--- config.mk ---
export PLATFORM = sky130hd
export DESIGN_NAME = comm_ic
export DESIGN_NICKNAME = d
export VERILOG_FILES = /design/src/common/comm_link_pkg.sv /design/src/common/comm_cmd_pkg.sv /design/src/hdl/comm_ic.sv /design/src/spi/spi_master.sv /design/src/uart/uart_link.sv /design/src/nibble_ctrl/nibble_ctrl.sv
export SDC_FILE = /design/constraint.sdc
export NUM_CORES = 1
export LEC_CHECK = 0
export ABC_AREA = 1
export BUFFER_PORTS_ARGS = -buffer_cell sky130_fd_sc_hd__buf_2
export CAP_MARGIN = 20
export CORE_MARGIN = 2
export CORE_UTILIZATION = 55
export DETAILED_ROUTE_END_ITERATION = 16
export PLACE_DENSITY = 0.77
export SLEW_MARGIN = 20
export SYNTH_ARGS = -nofsm -noshare
export SYNTH_HDL_FRONTEND = slang
export SYNTH_SLANG_ARGS = --single-unit
--- constraint.sdc ---
create_clock -name clk -period 6.55 [get_ports clk]
set_input_delay 0.655 -clock clk [delete_from_list [all_inputs] [get_ports clk]]
set_output_delay 0.655 -clock clk [all_outputs]
set_load 0.1 [all_outputs]
--- src/common/comm_link_pkg.sv ---
// Serial link definitions
// Word widths, counter widths and settings flag positions for UART and SPI
package comm_link_pkg;

	localparam int DIV_W  = 8;		// Bit period / half SCLK period setting
	localparam int UART_W = 8;		// UART character
	localparam int SPI_W  = 16;		// Widest SPI word

	localparam int BITCNT_W   = 4;	// UART bits per frame, up to 10 after start
	localparam int SPI_EDGE_W = 6;	// SCLK edges per transfer, up to 32

	////////////////////
	// UART flag nibble
	////////////////////
	localparam int UART_EN_BIT      = 3;
	localparam int UART_SEND_BIT    = 2;	// Payload follows
	localparam int UART_PAR_EN_BIT  = 1;
	localparam int UART_PAR_ODD_BIT = 0;

	////////////////////
	// SPI flag nibble
	////////////////////
	localparam int SPI_CPOL_BIT   = 3;
	localparam int SPI_CPHA_BIT   = 2;
	localparam int SPI_BITS16_BIT = 1;
	localparam int SPI_START_BIT  = 0;	// Payload follows

endpackage

--- src/common/comm_cmd_pkg.sv ---
// Host command definitions for the nibble port
// Command nibble encoding, controller states and per-link nibble counts
package comm_cmd_pkg;

	////////////////////
	// Command nibble {op[1:0], link[1:0]}
	////////////////////

	// Operation, upper half
	localparam logic [1:0] CMD_READ      = 2'b00;
	localparam logic [1:0] CMD_WRITE_OLD = 2'b10;	// Reuse stored settings
	localparam logic [1:0] CMD_WRITE_NEW = 2'b11;	// Settings nibbles first

	// Target link, lower half
	localparam logic [1:0] LINK_UART = 2'b00;
	localparam logic [1:0] LINK_SPI  = 2'b01;
	localparam logic [1:0] LINK_I2C  = 2'b10;	// Decoded, no link behind it

	////////////////////
	// Nibble counts
	////////////////////

	// Divider high, divider low, flags
	localparam int CFG_NIBBLES = 3;

	// Payload and read-back lengths
	localparam int UART_NIBBLES  = 2;
	localparam int SPI8_NIBBLES  = 2;
	localparam int SPI16_NIBBLES = 4;

	// Down counter over the longest sequence
	localparam int CNT_W = 2;

	// Controller FSM
	typedef enum logic [1:0] {
		idle,		// Waiting for a command nibble
		read_out,	// Driving read-back nibbles
		write_cfg,	// Taking divider and flag nibbles
		write_data	// Taking payload nibbles
	} ctrl_state_t;

endpackage
--- src/hdl/comm_ic.sv ---
// Serial bus bridge top
// Host nibble port in front of a UART link and an SPI master
// No I2C pins on this tile

`timescale 1ns/1ps

module comm_ic (
	input  logic		clk,
	input  logic		reset_n,
	// Host nibble port
	input  logic [3:0]	data_in,
	input  logic		data_en,
	output logic [3:0]	data_out,
	output logic [3:0]	data_op_en,	// Pad direction, all ones while driving
	// UART pins
	input  logic		UART_RX,
	output logic		UART_TX,
	// SPI pins
	output logic		SEN,		// Active low select
	output logic		SCLK,
	output logic		MOSI,
	input  logic		MISO,
	// Status to host
	output logic		new_uart,
	output logic		busy_uart,
	output logic		busy_spi,
	output logic		uart_error
);
	import comm_link_pkg::*;

	// UART side
	logic				uart_enable;
	logic [DIV_W-1:0]	uart_div;
	logic				parity_en;
	logic				parity_odd;
	logic				tx_start;
	logic [UART_W-1:0]	tx_data;
	logic [UART_W-1:0]	rx_data;
	logic				rx_new;
	logic				rx_ack;

	// SPI side
	logic [DIV_W-1:0]	spi_div;
	logic				cpol;
	logic				cpha;
	logic				bits16;
	logic				spi_start;
	logic [SPI_W-1:0]	spi_wdata;
	logic [SPI_W-1:0]	spi_rdata;

	nibble_ctrl u_ctrl (
		.clk(clk), .reset_n(reset_n),
		.data_in(data_in), .data_en(data_en),
		.data_out(data_out), .data_op_en(data_op_en),
		.uart_enable(uart_enable), .uart_div(uart_div),
		.parity_en(parity_en), .parity_odd(parity_odd),
		.tx_start(tx_start), .tx_data(tx_data),
		.rx_data(rx_data), .rx_new(rx_new), .rx_error(uart_error),
		.rx_ack(rx_ack), .new_uart(new_uart),
		.spi_div(spi_div), .cpol(cpol), .cpha(cpha), .bits16(bits16),
		.spi_start(spi_start), .spi_wdata(spi_wdata), .spi_rdata(spi_rdata)
	);

	uart_link u_uart (
		.clk(clk), .reset_n(reset_n),
		.enable(uart_enable), .div(uart_div),
		.parity_en(parity_en), .parity_odd(parity_odd),
		.tx_start(tx_start), .tx_data(tx_data), .tx_busy(busy_uart),
		.rx_ack(rx_ack), .rx_data(rx_data), .rx_new(rx_new), .rx_error(uart_error),
		.UART_RX(UART_RX), .UART_TX(UART_TX)
	);

	spi_master u_spi (
		.clk(clk), .reset_n(reset_n),
		.div(spi_div), .cpol(cpol), .cpha(cpha), .bits16(bits16),
		.start(spi_start), .wdata(spi_wdata), .rdata(spi_rdata),
		.busy(busy_spi), .SEN(SEN), .SCLK(SCLK), .MOSI(MOSI), .MISO(MISO)
	);

endmodule

--- src/spi/spi_master.sv ---
// SPI master
// Half SCLK period of div+1 clocks, CPOL/CPHA modes, 8 or 16 bit words
// Full duplex, MSB first, 8-bit words live in the low byte

`timescale 1ns/1ps

module spi_master (
	input  logic							clk,
	input  logic							reset_n,
	input  logic [comm_link_pkg::DIV_W-1:0]	div,
	input  logic							cpol,
	input  logic							cpha,
	input  logic							bits16,
	input  logic							start,
	input  logic [comm_link_pkg::SPI_W-1:0]	wdata,
	output logic [comm_link_pkg::SPI_W-1:0]	rdata,
	output logic							busy,
	output logic							SEN,
	output logic							SCLK,
	output logic							MOSI,
	input  logic							MISO
);
	import comm_link_pkg::*;

	logic [DIV_W-1:0]		half_cnt;
	logic [SPI_EDGE_W-1:0]	edges_left;
	logic					phase;		// SCLK away from idle level
	logic					wide;		// Width latched at start
	logic					mosi_q;
	logic [SPI_W-1:0]		load_word;	// MSB aligned
	logic [SPI_W-1:0]		tx_shift;
	logic [SPI_W-1:0]		rx_shift;
	logic					edge_now;
	logic					sample_now;
	logic					shift_now;
	logic					done;

	assign SCLK       = cpol ^ phase;
	assign MOSI       = mosi_q;
	assign load_word  = bits16 ? wdata : {wdata[7:0], 8'h00};
	assign edge_now   = busy && half_cnt == '0 && edges_left != '0;
	// Leading edge when phase is 0; cpha=0 samples there, cpha=1 shifts there
	assign sample_now = edge_now && (phase == cpha);
	assign shift_now  = edge_now && (phase != cpha);
	assign done       = busy && half_cnt == '0 && edges_left == '0;

	////////////////////
	// Clock and framing
	////////////////////
	always_ff @(posedge clk) begin
		if (!reset_n) begin
			busy       <= 1'b0;
			SEN        <= 1'b1;
			phase      <= 1'b0;
			half_cnt   <= '0;
			edges_left <= '0;
			wide       <= 1'b0;
			mosi_q     <= 1'b0;
		end else if (!busy) begin
			if (start) begin
				busy       <= 1'b1;
				SEN        <= 1'b0;
				half_cnt   <= div;
				wide       <= bits16;
				edges_left <= bits16 ? SPI_EDGE_W'(2 * SPI_W) : SPI_EDGE_W'(SPI_W);
				if (!cpha)
					mosi_q <= load_word[SPI_W-1];	// First bit before first edge
			end
		end else if (half_cnt != '0)
			half_cnt <= half_cnt - 1'b1;
		else if (done) begin
			busy <= 1'b0;	// Half period after the last edge
			SEN  <= 1'b1;
		end else begin
			phase      <= ~phase;
			edges_left <= edges_left - 1'b1;
			half_cnt   <= div;
			if (shift_now)
				mosi_q <= tx_shift[SPI_W-1];
		end
	end

	// Data shifters
	always_ff @(posedge clk) begin
		if (!busy && start)
			tx_shift <= cpha ? load_word : load_word << 1;
		else if (shift_now)
			tx_shift <= tx_shift << 1;
		if (sample_now)
			rx_shift <= {rx_shift[SPI_W-2:0], MISO};
		if (done)
			rdata <= wide ? rx_shift : {8'h00, rx_shift[7:0]};
	end

	a_sclk_idle: assert property (@(posedge clk) disable iff (!reset_n)
		SEN |-> SCLK == cpol)
		else $error("SCLK off idle level while deselected at %0t", $time);

endmodule

--- src/uart/uart_link.sv ---
// UART link
// Transmitter and receiver sharing one bit period setting (div+1 clocks)
// 8 data bits LSB first, optional even/odd parity, one stop bit

`timescale 1ns/1ps

module uart_link (
	input  logic								clk,
	input  logic								reset_n,
	input  logic								enable,
	input  logic [comm_link_pkg::DIV_W-1:0]		div,
	input  logic								parity_en,
	input  logic								parity_odd,
	input  logic								tx_start,
	input  logic [comm_link_pkg::UART_W-1:0]	tx_data,
	output logic								tx_busy,
	input  logic								rx_ack,
	output logic [comm_link_pkg::UART_W-1:0]	rx_data,
	output logic								rx_new,
	output logic								rx_error,
	input  logic								UART_RX,
	output logic								UART_TX
);
	import comm_link_pkg::*;

	// Transmit side
	logic [DIV_W-1:0]		tx_cnt;
	logic [BITCNT_W-1:0]	tx_left;	// Bits still to send after the current one
	logic [UART_W+1:0]		tx_shift;	// Data, parity, stop
	logic					tx_par;
	logic					tx_line;

	// Receive side
	logic [1:0]				rx_sync;
	logic					rx_prev;
	logic					rx_active;
	logic					rx_first;	// In the start bit
	logic [DIV_W-1:0]		rx_cnt;
	logic [BITCNT_W-1:0]	rx_left;
	logic [UART_W+1:0]		rx_shift;
	logic [UART_W+1:0]		rx_frame;	// Shifter including the bit sampled now
	logic [UART_W-1:0]		rx_word;
	logic					rx_bad;
	logic					rx_sample;
	logic					rx_last;

	assign UART_TX = tx_line;
	assign tx_par  = ^tx_data ^ parity_odd;

	////////////////////
	// Transmitter
	////////////////////
	always_ff @(posedge clk) begin
		if (!reset_n) begin
			tx_busy <= 1'b0;
			tx_line <= 1'b1;	// Line idles high
			tx_cnt  <= '0;
			tx_left <= '0;
		end else if (!enable) begin
			tx_busy <= 1'b0;
			tx_line <= 1'b1;
		end else if (!tx_busy) begin
			if (tx_start) begin
				tx_busy <= 1'b1;
				tx_line <= 1'b0;	// Start bit
				tx_cnt  <= div;
				tx_left <= parity_en ? BITCNT_W'(UART_W + 2) : BITCNT_W'(UART_W + 1);
			end
		end else if (tx_cnt != '0)
			tx_cnt <= tx_cnt - 1'b1;
		else if (tx_left == '0)
			tx_busy <= 1'b0;	// End of stop bit
		else begin
			tx_line <= tx_shift[0];
			tx_cnt  <= div;
			tx_left <= tx_left - 1'b1;
		end
	end

	always_ff @(posedge clk) begin
		if (!tx_busy && tx_start)
			tx_shift <= parity_en ? {1'b1, tx_par, tx_data} : {2'b11, tx_data};
		else if (tx_busy && tx_cnt == '0)
			tx_shift <= {1'b1, tx_shift[UART_W+1:1]};
	end

	////////////////////
	// Receiver
	////////////////////
	assign rx_frame  = {rx_sync[1], rx_shift[UART_W+1:1]};
	assign rx_word   = parity_en ? rx_frame[UART_W-1:0] : rx_frame[UART_W:1];
	assign rx_bad    = !rx_frame[UART_W+1] ||	// Missing stop
		(parity_en && ((^rx_word ^ rx_frame[UART_W]) != parity_odd));
	assign rx_sample = rx_active && !rx_first && rx_cnt == '0;
	assign rx_last   = rx_sample && rx_left == BITCNT_W'(1);

	always_ff @(posedge clk) begin
		if (!reset_n) begin
			rx_sync   <= 2'b11;
			rx_prev   <= 1'b1;
			rx_active <= 1'b0;
			rx_first  <= 1'b0;
			rx_cnt    <= '0;
			rx_left   <= '0;
			rx_new    <= 1'b0;
			rx_error  <= 1'b0;
		end else begin
			rx_sync <= {rx_sync[0], UART_RX};
			rx_prev <= rx_sync[1];
			if (rx_ack)
				rx_new <= 1'b0;
			if (!enable)
				rx_active <= 1'b0;
			else if (!rx_active) begin
				if (rx_prev && !rx_sync[1]) begin	// Falling edge, start bit
					rx_active <= 1'b1;
					rx_first  <= 1'b1;
					rx_cnt    <= div >> 1;	// Land mid-bit
					rx_left   <= parity_en ? BITCNT_W'(UART_W + 2) : BITCNT_W'(UART_W + 1);
				end
			end else if (rx_cnt != '0)
				rx_cnt <= rx_cnt - 1'b1;
			else if (rx_first) begin
				rx_first  <= 1'b0;
				rx_cnt    <= div;
				rx_active <= !rx_sync[1];	// Glitch, no start bit
			end else begin
				rx_cnt  <= div;
				rx_left <= rx_left - 1'b1;
				if (rx_last) begin
					rx_active <= 1'b0;
					rx_new    <= 1'b1;	// Middle of stop bit
					rx_error  <= rx_bad;
				end
			end
		end
	end

	always_ff @(posedge clk) begin
		if (rx_sample)
			rx_shift <= rx_frame;
		if (rx_last)
			rx_data <= rx_word;
	end

	a_tx_idle_high: assert property (@(posedge clk) disable iff (!reset_n)
		!tx_busy |-> UART_TX)
		else $error("UART_TX low while idle at %0t", $time);

endmodule

--- src/nibble_ctrl/nibble_ctrl.sv ---
// Host nibble protocol controller
// Decodes the command nibble, holds link settings, assembles payload words
// and streams read-back words out MSB nibble first

`timescale 1ns/1ps

module nibble_ctrl (
	input  logic								clk,
	input  logic								reset_n,
	input  logic [3:0]							data_in,
	input  logic								data_en,
	output logic [3:0]							data_out,
	output logic [3:0]							data_op_en,
	// UART settings and data
	output logic								uart_enable,
	output logic [comm_link_pkg::DIV_W-1:0]		uart_div,
	output logic								parity_en,
	output logic								parity_odd,
	output logic								tx_start,
	output logic [comm_link_pkg::UART_W-1:0]	tx_data,
	input  logic [comm_link_pkg::UART_W-1:0]	rx_data,
	input  logic								rx_new,
	input  logic								rx_error,
	output logic								rx_ack,
	output logic								new_uart,
	// SPI settings and data
	output logic [comm_link_pkg::DIV_W-1:0]		spi_div,
	output logic								cpol,
	output logic								cpha,
	output logic								bits16,
	output logic								spi_start,
	output logic [comm_link_pkg::SPI_W-1:0]		spi_wdata,
	input  logic [comm_link_pkg::SPI_W-1:0]		spi_rdata
);
	import comm_cmd_pkg::*;
	import comm_link_pkg::*;

	ctrl_state_t		state;
	logic [1:0]			link_sel;	// Link of the running command
	logic [CNT_W-1:0]	cnt;		// Nibbles left after this one
	logic [SPI_W-1:0]	rd_word;	// Read-back shifter, next nibble on top
	logic [SPI_W-1:0]	wr_word;	// Payload assembly
	logic [1:0]			cmd_op;
	logic [1:0]			cmd_link;
	logic				link_ok;

	// Index of the last payload nibble for a link
	function automatic logic [CNT_W-1:0] last_nibble(input logic [1:0] lnk, input logic wide);
		if (lnk == LINK_SPI && wide)
			return CNT_W'(SPI16_NIBBLES - 1);
		if (lnk == LINK_SPI)
			return CNT_W'(SPI8_NIBBLES - 1);
		return CNT_W'(UART_NIBBLES - 1);
	endfunction

	assign cmd_op    = data_in[3:2];
	assign cmd_link  = data_in[1:0];
	assign tx_data   = wr_word[UART_W-1:0];
	assign spi_wdata = wr_word;			// SPI takes the low byte in 8-bit mode
	assign new_uart  = rx_new & ~rx_error;	// Good frames only

	always_comb begin
		case (cmd_link)
			LINK_UART, LINK_SPI: link_ok = 1'b1;
			LINK_I2C:            link_ok = 1'b0;	// No I2C link here
			default:             link_ok = 1'b0;
		endcase
	end

	////////////////////
	// Control FSM
	////////////////////
	always_ff @(posedge clk) begin
		if (!reset_n) begin
			state       <= idle;
			link_sel    <= LINK_UART;
			cnt         <= '0;
			data_op_en  <= 4'h0;	// Pads as inputs
			tx_start    <= 1'b0;
			spi_start   <= 1'b0;
			rx_ack      <= 1'b0;
			uart_enable <= 1'b0;
			uart_div    <= '0;
			parity_en   <= 1'b0;
			parity_odd  <= 1'b0;
			spi_div     <= '0;
			cpol        <= 1'b0;
			cpha        <= 1'b0;
			bits16      <= 1'b0;
		end else begin
			// One-cycle pulses
			tx_start   <= 1'b0;
			spi_start  <= 1'b0;
			rx_ack     <= 1'b0;
			data_op_en <= 4'h0;
			case (state)
				idle: begin
					if (data_en && link_ok) begin
						link_sel <= cmd_link;
						case (cmd_op)
							CMD_READ: begin
								state <= read_out;
								cnt   <= last_nibble(cmd_link, bits16);
							end
							CMD_WRITE_NEW: begin
								state <= write_cfg;
								cnt   <= CNT_W'(CFG_NIBBLES - 1);
							end
							CMD_WRITE_OLD: begin
								state <= write_data;
								cnt   <= last_nibble(cmd_link, bits16);	// Stored width
							end
							default: state <= idle;
						endcase
					end
				end
				read_out: begin
					data_op_en <= 4'hF;
					cnt        <= cnt - 1'b1;
					if (cnt == '0) begin
						state  <= idle;
						rx_ack <= (link_sel == LINK_UART);	// Frame consumed
					end
				end
				write_cfg: begin
					cnt <= cnt - 1'b1;
					if (!data_en)
						state <= idle;	// Host gave up
					else if (cnt != '0) begin
						// Divider, high nibble first
						if (link_sel == LINK_UART)
							uart_div <= {uart_div[DIV_W-5:0], data_in};
						else
							spi_div <= {spi_div[DIV_W-5:0], data_in};
					end else if (link_sel == LINK_UART) begin
						uart_enable <= data_in[UART_EN_BIT];
						parity_en   <= data_in[UART_PAR_EN_BIT];
						parity_odd  <= data_in[UART_PAR_ODD_BIT];
						state <= data_in[UART_SEND_BIT] ? write_data : idle;
						cnt   <= last_nibble(LINK_UART, 1'b0);
					end else begin
						cpol   <= data_in[SPI_CPOL_BIT];
						cpha   <= data_in[SPI_CPHA_BIT];
						bits16 <= data_in[SPI_BITS16_BIT];
						state  <= data_in[SPI_START_BIT] ? write_data : idle;
						cnt    <= last_nibble(LINK_SPI, data_in[SPI_BITS16_BIT]);
					end
				end
				write_data: begin
					cnt <= cnt - 1'b1;
					if (!data_en)
						state <= idle;
					else if (cnt == '0) begin
						state     <= idle;
						tx_start  <= (link_sel == LINK_UART);	// Seen by link next edge
						spi_start <= (link_sel == LINK_SPI);
					end
				end
				default: state <= idle;
			endcase
		end
	end

	// Read and write shifters
	always_ff @(posedge clk) begin
		if (state == idle && data_en) begin
			// Snapshot at the command edge
			if (cmd_link == LINK_SPI && bits16)
				rd_word <= spi_rdata;
			else if (cmd_link == LINK_SPI)
				rd_word <= {spi_rdata[7:0], 8'h00};
			else
				rd_word <= {rx_data, 8'h00};
		end else if (state == read_out) begin
			data_out <= rd_word[SPI_W-1 -: 4];
			rd_word  <= rd_word << 4;
		end
		if (state == write_data && data_en)
			wr_word <= {wr_word[SPI_W-5:0], data_in};
	end

	a_op_en_whole: assert property (@(posedge clk) disable iff (!reset_n)
		data_op_en == 4'h0 || data_op_en == 4'hF)
		else $error("data_op_en split %b at %0t", data_op_en, $time);

	a_start_single: assert property (@(posedge clk) disable iff (!reset_n)
		(tx_start || spi_start) |=> !(tx_start || spi_start))
		else $error("start pulse held in state %s at %0t", state.name(), $time);

endmodule

* After elaboration in Yosys (flattened, before gate mapping)
Cells that the tools add are included.
** Operators by class
- Add/subtract/negate cells :: 7
- Equal/unequal tests :: 25
- Multiplexer cells :: 126
- Bitwise logic cells :: 14
- Reductions and logical operators :: 72
** Operator list (number)
- 16-bit 2-to-1 mux :: 8
- 8-bit 2-to-1 mux :: 12
- 1-bit 2-to-1 mux :: 64
- 2-bit 2-to-1 mux :: 21
- 4-bit 2-to-1 mux :: 9
- 6-bit 2-to-1 mux :: 5
- 4-bit AND reduction :: 7
- 8-bit logical NOT :: 3
- 8-bit nonzero test :: 3
- 8-bit by 1-bit subtractor with 8-bit output, second input constant :: 3
- 3-bit AND reduction :: 7
- 10-bit 2-to-1 mux :: 2
- 2-bit case mux with 3 select lines :: 3
- 2-bit AND reduction :: 9
- 1-bit logical AND :: 17
- 2-bit != test, second input constant :: 8
- 8-bit parity :: 2
- 2-bit nonzero test :: 7
- 2-bit logical NOT :: 5
- 1-bit NOT :: 10
- 5-bit AND reduction :: 2
- 9-bit 2-to-1 mux :: 1
- 3-bit != test, second input constant :: 3
- 2-bit equality test, second input constant :: 4
- 18 further kinds :: 29
** Word-level totals
- Register bits after elaboration :: 199
- Input port bits :: 9
- Output and inout port bits :: 16
- Logic and storage cells :: 288

* Depth between registers and ports, before layout
Gate-level depths: netlist of run 1.
- Word-level depth :: 17
- Mapped depth :: 15
- Mapped depth without buffers :: 13

* Hierarchy
A second synthesis of run 1 with hierarchy kept.
** Unflattened totals
- Cells, all modules :: 1044
- Area total of the unflattened synthesis :: 9202.6 um^2
** Modules (own cells, without submodules)
- uart_link :: times used 1, cells each 417, area an instance 3303.2 um^2, sequential area each 1441.4 um^2
- spi_master :: times used 1, cells each 327, area an instance 3059.2 um^2, sequential area each 1821.7 um^2
- nibble_ctrl :: times used 1, cells each 300, area an instance 2840.2 um^2, sequential area each 1721.7 um^2

* Worst setup path after synthesis of run 1
OpenSTA, ideal clock, no wires.
- Path type :: register -> output
- Start point :: reg u_uart.rx_error
- End point :: out new_uart
- Data arrival time :: 2.058 ns
- Required time :: 5.895 ns
- Setup slack :: 3.837 ns
- Cell stages (with the launch flop) :: 2
- Path buffers :: 0
- Cell sequence :: dfxtp_1 > nor2_1
** Between the ends
- Word-level cells in the longest chain between the ends :: 2
** RTL lines
- start: declaration :: RTL line uart_link.sv:20 : output logic rx_error,
- start signal: assignment :: RTL line uart_link.sv:133 : rx_error <= rx_bad;
- 1-bit NOT :: RTL line nibble_ctrl.sv:60 : assign new_uart = rx_new & ~rx_error;
- 1-bit bitwise AND :: RTL line nibble_ctrl.sv:60
- end: declaration :: RTL line comm_ic.sv:24 : output logic new_uart,
No other way between the ends.

* Worst setup path in the final report of run 1
- Start point :: reg u_ctrl.state[0]
- End point :: reg u_ctrl.rd_word[15], enable pin
** Between the ends
- Word-level cells in the longest chain between the ends :: 3
- Elaborated cells on any way between the ends :: 4
- Classes of those cells :: eq/ne (1); reduce/logical (3)
** RTL lines
- start: declaration :: RTL line nibble_ctrl.sv:38 : ctrl_state_t state;
- start signal: assignment :: RTL line nibble_ctrl.sv:75 : state <= idle;
- start signal: assignment :: RTL line nibble_ctrl.sv:102 : state <= read_out;
- start signal: assignment :: RTL line nibble_ctrl.sv:106 : state <= write_cfg;
- 2-bit logical NOT :: RTL line nibble_ctrl.sv:166 : if (state == idle && data_en) begin
- 1-bit logical AND :: RTL line nibble_ctrl.sv:166
- 2-bit nonzero test (no line) *
- end signal: assignment :: RTL line nibble_ctrl.sv:169 : rd_word <= spi_rdata;
- end signal: assignment :: RTL line nibble_ctrl.sv:171 : rd_word <= {spi_rdata[7:0], 8'h00};
- end signal: assignment :: RTL line nibble_ctrl.sv:173 : rd_word <= {rx_data, 8'h00};
- end: declaration :: RTL line nibble_ctrl.sv:41 : logic [SPI_W-1:0] rd_word;
Every way passes the cells marked *; elsewhere a longest branch is shown, timed or not.
A chain may end at the register's enable or synchronous reset.

==> flow_summary.yaml, run 1 <==
outcome:
  status: "complete, no violations"
routing:
  drt-pass1-iter-count: 5
  routedWlPerCell_um: 14.3
  postRouteAntennaNets: 0
  via_per_inst: 5.31
  wirelength_um: 17400
  vias: 6461
  drt_iter0_markers: 530
  drcViolationCount: 0
job:
  maxCapViolations: 0
synth:
  syn_inst: 970
  synth.area.top_cells: "edfxtp_1 (38%), dfxtp_1 (19%), nand2_1 (9.8%), o21ai_0 (5.4%), inv_1 (4.9%)"
  yosysSeqAreaShare_pct: 57.1
  synth.top_cell.area_share_pct: 37.8
  synth_cell_type_count: 46
  synth_xor_area_share_pct: 2.41
  synth_top_family_by_area: "simple AND/OR/NAND/NOR gates"
  synth_flop_cell: "edfxtp_1"
  synth_commonest_cells: "nand2_1 (227), inv_1 (114), edfxtp_1 (110)"
  synth-simple-area-share_pct: 18.2
  synthArstFlopShare_pct: 0
  synthMuxAreaShare_pct: 0.115
  yosysWarnings: 0
  synth_edf_count: 110
  synth_top_area_cell: "edfxtp_1"
  synthAdderAreaFrac_pct: 1.72
  syn-cell-area_um2: 8730
  syn_avg_cell_area_um2: 9.00
  synth_seq_cells: 194
  synth.most_common_cell: "nand2_1"
  syn_nets: 991
  synth_compound_area_share_pct: 13.4
sta:
  fin_tns_setup_ps: 0
  worst_pin_slew_ps: 752
  layout_setup_ws_ps: 4170
  fin_crit_sh_pct: 36.3
  maxSlewHeadroom_pct: 49.7
  clock_skew_ps: 8.88
  setup_viol: 0
  rsz0062_at_grt: "no"
  hold_violations: 0
  fmax_mhz: 421
  fin_crit_ps: 2380
  drv_slew: 0
cells_and_area:
  fillers: 1344
  antennaDiodeCount: 0
  syn_to_final_growth_pct: 9.64
  nNetsFinal: 1008
  regArea_um2: 4980
  drive_gt1_share_pct: 9.40
  multiInputGateArea_um2: 3130
global_route:
  grt_pass1_vias: 5948
  grt_use_total_pct: 21.7
  grt_pass1_wl_um: 28600
  globalRouteOverflowTotal: 0
  antenna_found_initial: 0
  grt_start_max_net_pins: 63
critical_path:
  critPathMostFrequentCell: "inv_1"
  reg2reg_depth: 5
  critPathCapture: "u_ctrl.rd_word[15]$_DFFE_PP_"
  worstReg2RegEnd: "u_ctrl.rd_word[15]$_DFFE_PP_"
  worst_path_max_delay_cell: "nand2_1"
  worstPathRequired_ps: 6620
  cp_slowest_stage_delay_ps: 580
  worstPathArrival_ps: 2450
  cp_cell_sequence: "nor2_1 -> inv_1 -> nor2_2 -> inv_1 -> nand2_1"
  crit_path_start_kind: "flip-flop"
  crit_start: "u_ctrl.state[0]$_SDFFE_PN0P_"
  r2r_slack_ps: 4170
  regToRegStartpoint: "u_ctrl.state[0]$_SDFFE_PN0P_"
  criticalPathCategory: "flip-flop to flip-flop"
  crit_path_end_kind: "flip-flop"
  crit_path_max_fanout: 16
floorplan:
  die_area_um2: 16900
  rows: 46
  initial_core_util_pct: 55.6
  io_pins: 25
  fp.dieW_um: 130
  fp.dieH_um: 130
  core-area_um2: 15700
clock_tree:
  htree_levels: 4
  clock_sinks: 194
  cts.clk_slew.worst_paths_ps: 70
  post_cts.repair.setup_buffers: 0
  ctsRootBufferMaster: "clkbuf_16"
  clock_path_buffers: 2
  cts_resized: 0
  holdBufCountCts: 0
  cts_tree: "built"
  cts_made_buffers: 17
  clkLatencyLatePin_ps: 440
placed_design:
  hpwl_um: 12300
  dp_worst_setup_slack_ps: 4010
  gp_congestion: 0.881
  io_buffers: 24
power_and_ir_drop:
  fin_total_pwr_mw: 2.46
  p_per_area_nw_per_um2: 257
  ir_drop_mv: 0.220
  p_leak_nw: 3.91
min_path:
  hold_class: "input port to flip-flop"
[cells by family (layout without fill, tap and decap cells)]
kind of cell | count (synthesis) | after routing
adder cells (fa/ha/maj) | 12 | 12
flip-flops | 194 | 194
multiplexers | 1 | 1
XOR/XNOR | 24 | 24
buffers and inverters | 155 | 185
AND/OR/NAND/NOR | 378 | 378
AO/OA/AOI/OAI | 206 | 206
[worst min path at each step]
| stage | start | endpoint | depth (start not counted) |
|---|---|---|---|
| floorplan | u_uart.rx_sync[0]$_SDFF_PN1_ | u_uart.rx_sync[1]$_SDFF_PN1_ | 1 |
| finish | MISO | u_spi.rx_shift[0]$_DFFE_PP_ | 1 |
| global placement | u_uart.rx_sync[0]$_SDFF_PN1_ | u_uart.rx_sync[1]$_SDFF_PN1_ | 1 |
| CTS | MISO | u_spi.rx_shift[0]$_DFFE_PP_ | 1 |
| detailed placement | u_uart.rx_sync[0]$_SDFF_PN1_ | u_uart.rx_sync[1]$_SDFF_PN1_ | 1 |
| global route | MISO | u_spi.rx_shift[0]$_DFFE_PP_ | 1 |
[power by group]
group	switching [mW]	internal, mW
logic	0.105	0.0343
registers	0.0166	1.31
clock network	0.461	0.529
[area by class of cell]
class / instances / share of cell area [%]
Inverter: 124 / 4.89
Sequential cell: 194 / 52.1
Tap cell: 216 / 2.82
Clock buffer: 18 / 4.48
Timing Repair Buffer: 29 / 1.65
Multi-Input combinational cell: 621 / 32.7
Clock inverter: 14 / 1.37
[worst max-delay path: cells and delay by family (launching register included)]
family / cells / cell delay [ps]
flip-flops: 1 / 370
buffers and inverters: 2 / 440
AND/OR/NAND/NOR: 3 / 1200
[registers in the layout, indices dropped and copies added, names as in the netlist, 2 cells and up]
| register | cells |
|---|---|
| u_ctrl.cnt | 2 |
| u_uart.rx_left | 4 |
| u_uart.rx_sync | 2 |
| u_ctrl.state | 2 |
| u_spi.half_cnt | 8 |
| u_ctrl.uart_div | 8 |
| u_ctrl.rd_word | 16 |
| u_uart.rx_data | 8 |
| u_spi.tx_shift | 16 |
| u_spi.edges_left | 6 |
| u_ctrl.spi_wdata | 16 |
| u_spi.rdata | 16 |
| u_uart.tx_shift | 9 |
| u_ctrl.link_sel | 2 |
| u_spi.rx_shift | 16 |
| u_uart.tx_left | 4 |
| u_uart.rx_shift | 9 |
| u_ctrl.spi_div | 8 |
| u_ctrl.data_out | 4 |
| u_uart.tx_cnt | 8 |
| u_uart.rx_cnt | 8 |
[stage by stage]
step	hold WS, ps	util, %	area [um2]	std cells
6_report	394	60.9	9570	1216
5_1_grt	369	60.9	9570	1216
4_1_cts	370	60.9	9570	1216
3_5_place_dp	401	57.4	9010	1184
3_3_place_gp	395	57.4	9010	1184
2_1_floorplan	393	-	8730	970
[metal layers]
layer	part of all wire, %	global-route usage, %	vias to the layer above
met5	0	0	-
met4	2.7	8.86	0
met3	3.4	4.47	38
met2	47	35.0	122
met1	47	28.9	3024
li1	-	-	3277
[layout by cell type, fill, tap and decap left out, types with 3 or more instances in the layout]
cell type   count
a21oi_1        62
inv_1         114
buf_2          24
a21boi_0        3
nor2_2          7
nand2_1       227
inv_6           3
nand3_1        32
edfxtp_1      110
nor2_4          3
xor2_1         13
clkinv_2        3
clkinvlp_4      3
nand4_1         5
o21ai_1         4
o211ai_1       10
or2_2           4
clkinv_4        3
ha_1           12
o21ai_0        95
dfxtp_1        84
nand2_2         6
clkbuf_16      17
xnor2_1        11
buf_4           5
nor3_1         13
a31oi_1         6
inv_2           8
nor2_1         72
o221ai_1       11
Power figures use the tool's default switching activity.
==> inputs of run 2 (changes only) <==
--- a/config.mk
+++ b/config.mk
@@ -11,7 +11,7 @@
 export CORE_MARGIN = 2
 export CORE_UTILIZATION = 55
 export DETAILED_ROUTE_END_ITERATION = 16
-export PLACE_DENSITY = 0.77
+export PLACE_DENSITY = 0.8
 export SLEW_MARGIN = 20
 export SYNTH_ARGS = -nofsm -noshare
 export SYNTH_HDL_FRONTEND = slang
==> constraint.sdc (replaced) <==
create_clock -name clk -period 2 [get_ports clk]
set_input_delay 0.2 -clock clk [delete_from_list [all_inputs] [get_ports clk]]
set_output_delay 0.2 -clock clk [all_outputs]
set_load 0.1 [all_outputs]
==> run 2 against run 1 <==
Flip-flop and latch count is the same. Global-route usage rose by 0.71 points. Routed wire length is 3.2% higher. Critical path depth grew 4. Power increased to 3.3 times the previous value. Non-clock buffer count is 27 higher. First-iteration DRC count increased by 13%. Cell count grew 2.2%. Die area is the same. Hold slack got worse by 340 ps. Clock skew about the same. Utilization up 1.8 points. Critical endpoint is now u_spi.rx_shift[14]$_DFFE_PP_.
==> flow_summary.yaml, run 2 (synthesized netlist as in run 1, its figures left out) <==
outcome:
  status: "complete, no violations"
routing:
  routedWlPerCell_um: 14.5
  drt-pass1-iter-count: 5
  drcViolationCount: 0
  via_per_inst: 5.32
  drt_iter0_markers: 601
  vias: 6608
  wirelength_um: 18000
  postRouteAntennaNets: 0
job:
  maxCapViolations: 0
critical_path:
  worstPathRequired_ps: 2150
  crit_path_end_kind: "flip-flop"
  cp_cell_sequence: "inv_1 -> ha_1 -> nor3b_2 -> nand3_1 -> inv_1 -> nand3_1 -> buf_4 -> nor2_2 -> buf_12"
  critPathTopFamily: "buffers and inverters"
  worst-path-buf-inv: 4
  crit_path_max_fanout: 16
  cp_slowest_stage_delay_ps: 310
  criticalPathCategory: "flip-flop to flip-flop"
  crit_path_start_kind: "flip-flop"
  worst_path_max_delay_cell: "dfxtp_1"
  worstPathArrival_ps: 1970
clock_tree:
  clkLatencyLatePin_ps: 440
  htree_levels: 4
  cts_tree: "built"
  ctsRootBufferMaster: "clkbuf_16"
  clock_sinks: 194
  cts.clk_slew.worst_paths_ps: 70
  post_cts.repair.setup_buffers: 0
  clock_path_buffers: 2
  cts_made_buffers: 17
cells_and_area:
  nNetsFinal: 1035
  final_common_cell: "nand2_1"
  antennaDiodeCount: 0
  fin_cells: 1243
  syn_to_final_growth_pct: 12.8
  final_cell_mix: "nand2_1 (226), inv_1 (112), edfxtp_1 (110), o21ai_0 (95), dfxtp_1 (82)"
  fin_area_um2: 9850
  drive_gt1_share_pct: 12.2
sta:
  hold_violations: 0
  fmax_mhz: 547
  fin_tns_setup_ps: 0
  rsz0062_at_grt: "no"
  drv_slew: 0
  clock_skew_ps: 8.54
  setup_viol: 0
  worst_pin_slew_ps: 792
  fin_crit_sh_pct: 91.3
  fin_crit_ps: 1830
  layout_setup_ws_ps: 173
  maxSlewHeadroom_pct: 47.1
floorplan:
  rows: 46
  fp.dieH_um: 130
  initial_core_util_pct: 55.6
  core-area_um2: 15700
  die_area_um2: 16900
  fp.dieW_um: 130
  io_pins: 25
placed_design:
  place.detailed.instances: 1208
  dp_worst_setup_slack_ps: 173
  hpwl_um: 12400
  io_buffers: 24
  gp_congestion: 0.879
  place_area_um2: 9240
power_and_ir_drop:
  p_per_area_nw_per_um2: 828
  ir_drop_mv: 0.712
  p_leak_nw: 4.07
min_path:
  hold_class: "input port to flip-flop"
global_route:
  grt_pass1_vias: 6182
  globalRouteOverflowTotal: 0
  antenna_found_initial: 0
  grt_pass1_wl_um: 29600
  grt_use_total_pct: 22.4
  grt_start_max_net_pins: 62
## run 2: cell count changes in the layout (fill, tap and decap cells not counted), sizes merged
cell / delta
buf: +24
bufinv: +1
clkbuf: +1
clkinv: +2
clkinvlp: -3
dlygate4sd3: +3
inv: -1
## run 2: layout make-up
class                      count  area [um2]
sequential                   194        4990
inverter                     124         468
clock inverter                13         135
multi-input combinational    621        3160
tap                          216         270
timing repair buffer          56         393
fill                        1261        5860
clock buffer                  19         433
## run 2: power by group
group	total [mW]	internal, mW	leakage, nW	switching [mW]
clock	3.32	1.84	0.285	1.47
sequential	4.34	4.30	1.69	0.0456
combinational	0.493	0.137	2.09	0.356
## run 2: timing repair
action | 4_1_cts | 5_1_grt
hold buffers | 3 | 0
resized for setup | 0 | 4
setup endpoints to repair | 0 | 41
hold endpoints to repair | 3 | 0
## run 2: final timing paths
check | start | endpoint | slack [ps] | depth (start not counted)
hold reg to reg | u_uart.rx_sync[0]$_SDFF_PN1_ | u_uart.rx_sync[1]$_SDFF_PN1_ | 420 | 1
setup reg to reg | u_spi.half_cnt[1]$_SDFFE_PN0P_ | u_spi.rx_shift[14]$_DFFE_PP_ | 170 | 9
hold / removal | data_in[1] | u_ctrl.spi_wdata[1]$_DFFE_PP_ | 60 | 1
setup / recovery | u_spi.half_cnt[1]$_SDFFE_PN0P_ | u_spi.rx_shift[14]$_DFFE_PP_ | 170 | 9
## run 2: metal layers
metal	global-route usage [%]	part of all wire, %	up-vias
met2	36.7	48	205
met1	29.6	45	3060
met5	0	0	-
met3	4.67	5.2	31
met4	8.48	2.0	0
li1	-	-	3312
## run 2: metrics by stage
stage | power [mW] | hold slack, ps | util [%]
2_1_floorplan | 4.78 | 299 | -
3_3_place_gp | 4.90 | 387 | 58.8
3_5_place_dp | 4.92 | 383 | 58.8
4_1_cts | 8.20 | 41.1 | 62.6
5_1_grt | 8.43 | 45.4 | 62.7
6_report | 8.16 | 56.8 | 62.7
==> inputs of run 3 (changes only) <==
--- a/config.mk
+++ b/config.mk
@@ -6,12 +6,13 @@
 export NUM_CORES = 1
 export LEC_CHECK = 0
 export ABC_AREA = 1
+export ABC_CLOCK_PERIOD_IN_PS = 2000
 export BUFFER_PORTS_ARGS = -buffer_cell sky130_fd_sc_hd__buf_2
 export CAP_MARGIN = 20
 export CORE_MARGIN = 2
-export CORE_UTILIZATION = 55
+export CORE_UTILIZATION = 56
 export DETAILED_ROUTE_END_ITERATION = 16
-export PLACE_DENSITY = 0.8
+export PLACE_DENSITY_LB_ADDON = 0.08
 export SLEW_MARGIN = 20
 export SYNTH_ARGS = -nofsm -noshare
 export SYNTH_HDL_FRONTEND = slang
==> run 3 against run 2 <==
Utilization grew 1.9 points. Cell count shrank 2.3%. Die area shrank 1.7%. Non-clock buffer count shrank 1. Via count shrank 0.86%. Hold slack lost 2.4 ps. Critical path depth grew 1. Largest cell class unchanged. Largest power group unchanged.
==> flow_summary.yaml, run 3 (synthesized netlist as in run 1, its figures left out) <==
routing:
  drcViolationCount: 0
  via_per_inst: 5.40
  vias: 6551
  postRouteAntennaNets: 0
  drt_iter0_markers: 454
  wirelength_um: 17700
  drt-pass1-iter-count: 5
  routedWlPerCell_um: 14.6
clock_tree:
  post_cts.repair.setup_buffers: 0
  clock_sinks: 194
  clkLatencyLatePin_ps: 440
  cts.clk_slew.worst_paths_ps: 70
  clock_path_buffers: 2
  ctsRootBufferMaster: "clkbuf_16"
  cts_made_buffers: 17
  cts_tree: "built"
  htree_levels: 4
global_route:
  grt_pass1_wl_um: 29100
  grt_use_total_pct: 22.4
  antenna_found_initial: 0
  grt_pass1_vias: 6013
  globalRouteOverflowTotal: 0
  grt_start_max_net_pins: 62
sta:
  hold_violations: 0
  maxSlewHeadroom_pct: 51.1
  fmax_mhz: 529
  fin_crit_ps: 1890
  worst_pin_slew_ps: 733
  setup_viol: 0
  fin_tns_setup_ps: 0
  clock_skew_ps: 11.6
  drv_slew: 0
  fin_crit_sh_pct: 94.6
cells_and_area:
  drive_gt1_share_pct: 12.2
  syn_to_final_growth_pct: 12.5
  fin_util_pct: 64.6
  final_common_cell: "nand2_1"
  nNetsFinal: 1034
  final_cell_mix: "nand2_1 (227), inv_1 (113), edfxtp_1 (110), o21ai_0 (95), dfxtp_1 (82)"
  fin_area_um2: 9820
  fin_cells: 1214
  antennaDiodeCount: 0
power_and_ir_drop:
  ir_drop_mv: 0.598
  p_leak_nw: 4.07
  p_per_area_nw_per_um2: 830
floorplan:
  core-area_um2: 15200
  rows: 45
  fp.dieH_um: 129
  io_pins: 25
  fp.dieW_um: 129
  die_area_um2: 16600
  initial_core_util_pct: 57.4
placed_design:
  place_area_um2: 9200
  hpwl_um: 12200
  gp_congestion: 0.868
  place.detailed.instances: 1179
  io_buffers: 24
critical_path:
  crit_path_max_fanout: 16
  worstPathRequired_ps: 2150
  criticalPathCategory: "flip-flop to flip-flop"
  crit_path_end_kind: "flip-flop"
  worstPathArrival_ps: 2040
  crit_path_start_kind: "flip-flop"
min_path:
  hold_class: "input port to flip-flop"
job:
  maxCapViolations: 0
outcome:
  status: "complete, no violations"
-- run 3: worst max-delay path, cell delays in order, from the launching register on --
cell,delay [ps]
dfxtp_1,320
inv_1,80
ha_1,150
nor3b_2,170
nand3_2,150
inv_1,90
nand3_1,150
inv_1,150
nand2_1,80
nand2_1,110
buf_12,160
-- run 3: power by group --
part / leakage (nW) / switching [mW] / internal (mW)
registers: 1.69 / 0.0431 / 4.30
logic: 2.10 / 0.354 / 0.134
clock network: 0.284 / 1.65 / 1.67
-- run 3: layout make-up --
type | count | area (um2)
Multi-Input combinational cell | 621 | 3160
Clock buffer | 17 | 425
Fill cell | 1285 | 5380
Inverter | 124 | 468
Tap cell | 188 | 235
Clock inverter | 15 | 155
Sequential cell | 194 | 4990
Timing Repair Buffer | 55 | 385
-- run 3: per-stage QoR --
stage	setup slack [ps]	hold WS (ps)	total power [mW]
finish	109	54.3	8.15
global route	-3.25	45.2	8.45
global placement	124	379	4.90
floorplan	4.57	299	4.78
detailed placement	87.9	379	4.91
CTS	46.7	46.7	8.22
-- run 3: final timing paths --
| path | cells after the start | from | slack [ps] | end |
|---|---|---|---|---|
| setup / recovery | 10 | u_spi.half_cnt[1]$_SDFFE_PN0P_ | 110 | u_spi.tx_shift[0]$_SDFFCE_PN0P_ |
| hold / removal | 1 | data_in[1] | 50 | u_ctrl.spi_wdata[1]$_DFFE_PP_ |
| setup reg to reg | 10 | u_spi.half_cnt[1]$_SDFFE_PN0P_ | 110 | u_spi.tx_shift[0]$_SDFFCE_PN0P_ |
| hold reg to reg | 1 | u_uart.rx_sync[0]$_SDFF_PN1_ | 410 | u_uart.rx_sync[1]$_SDFF_PN1_ |
-- run 3: routing by layer --
metal | vias up | GRT usage (%) | wire [um]
met5 | - | 0 | 0
met4 | 0 | 8.44 | 319
met3 | 26 | 4.28 | 768
met2 | 154 | 35.2 | 8310
met1 | 3053 | 31.2 | 8290
li1 | 3318 | - | -
-- run 3: what timing repair did --
action | CTS | global route
hold endpoints to repair | 3 | 0
setup endpoints to repair | 0 | 47
gates resized for setup | 0 | 2
hold buffers | 3 | 0
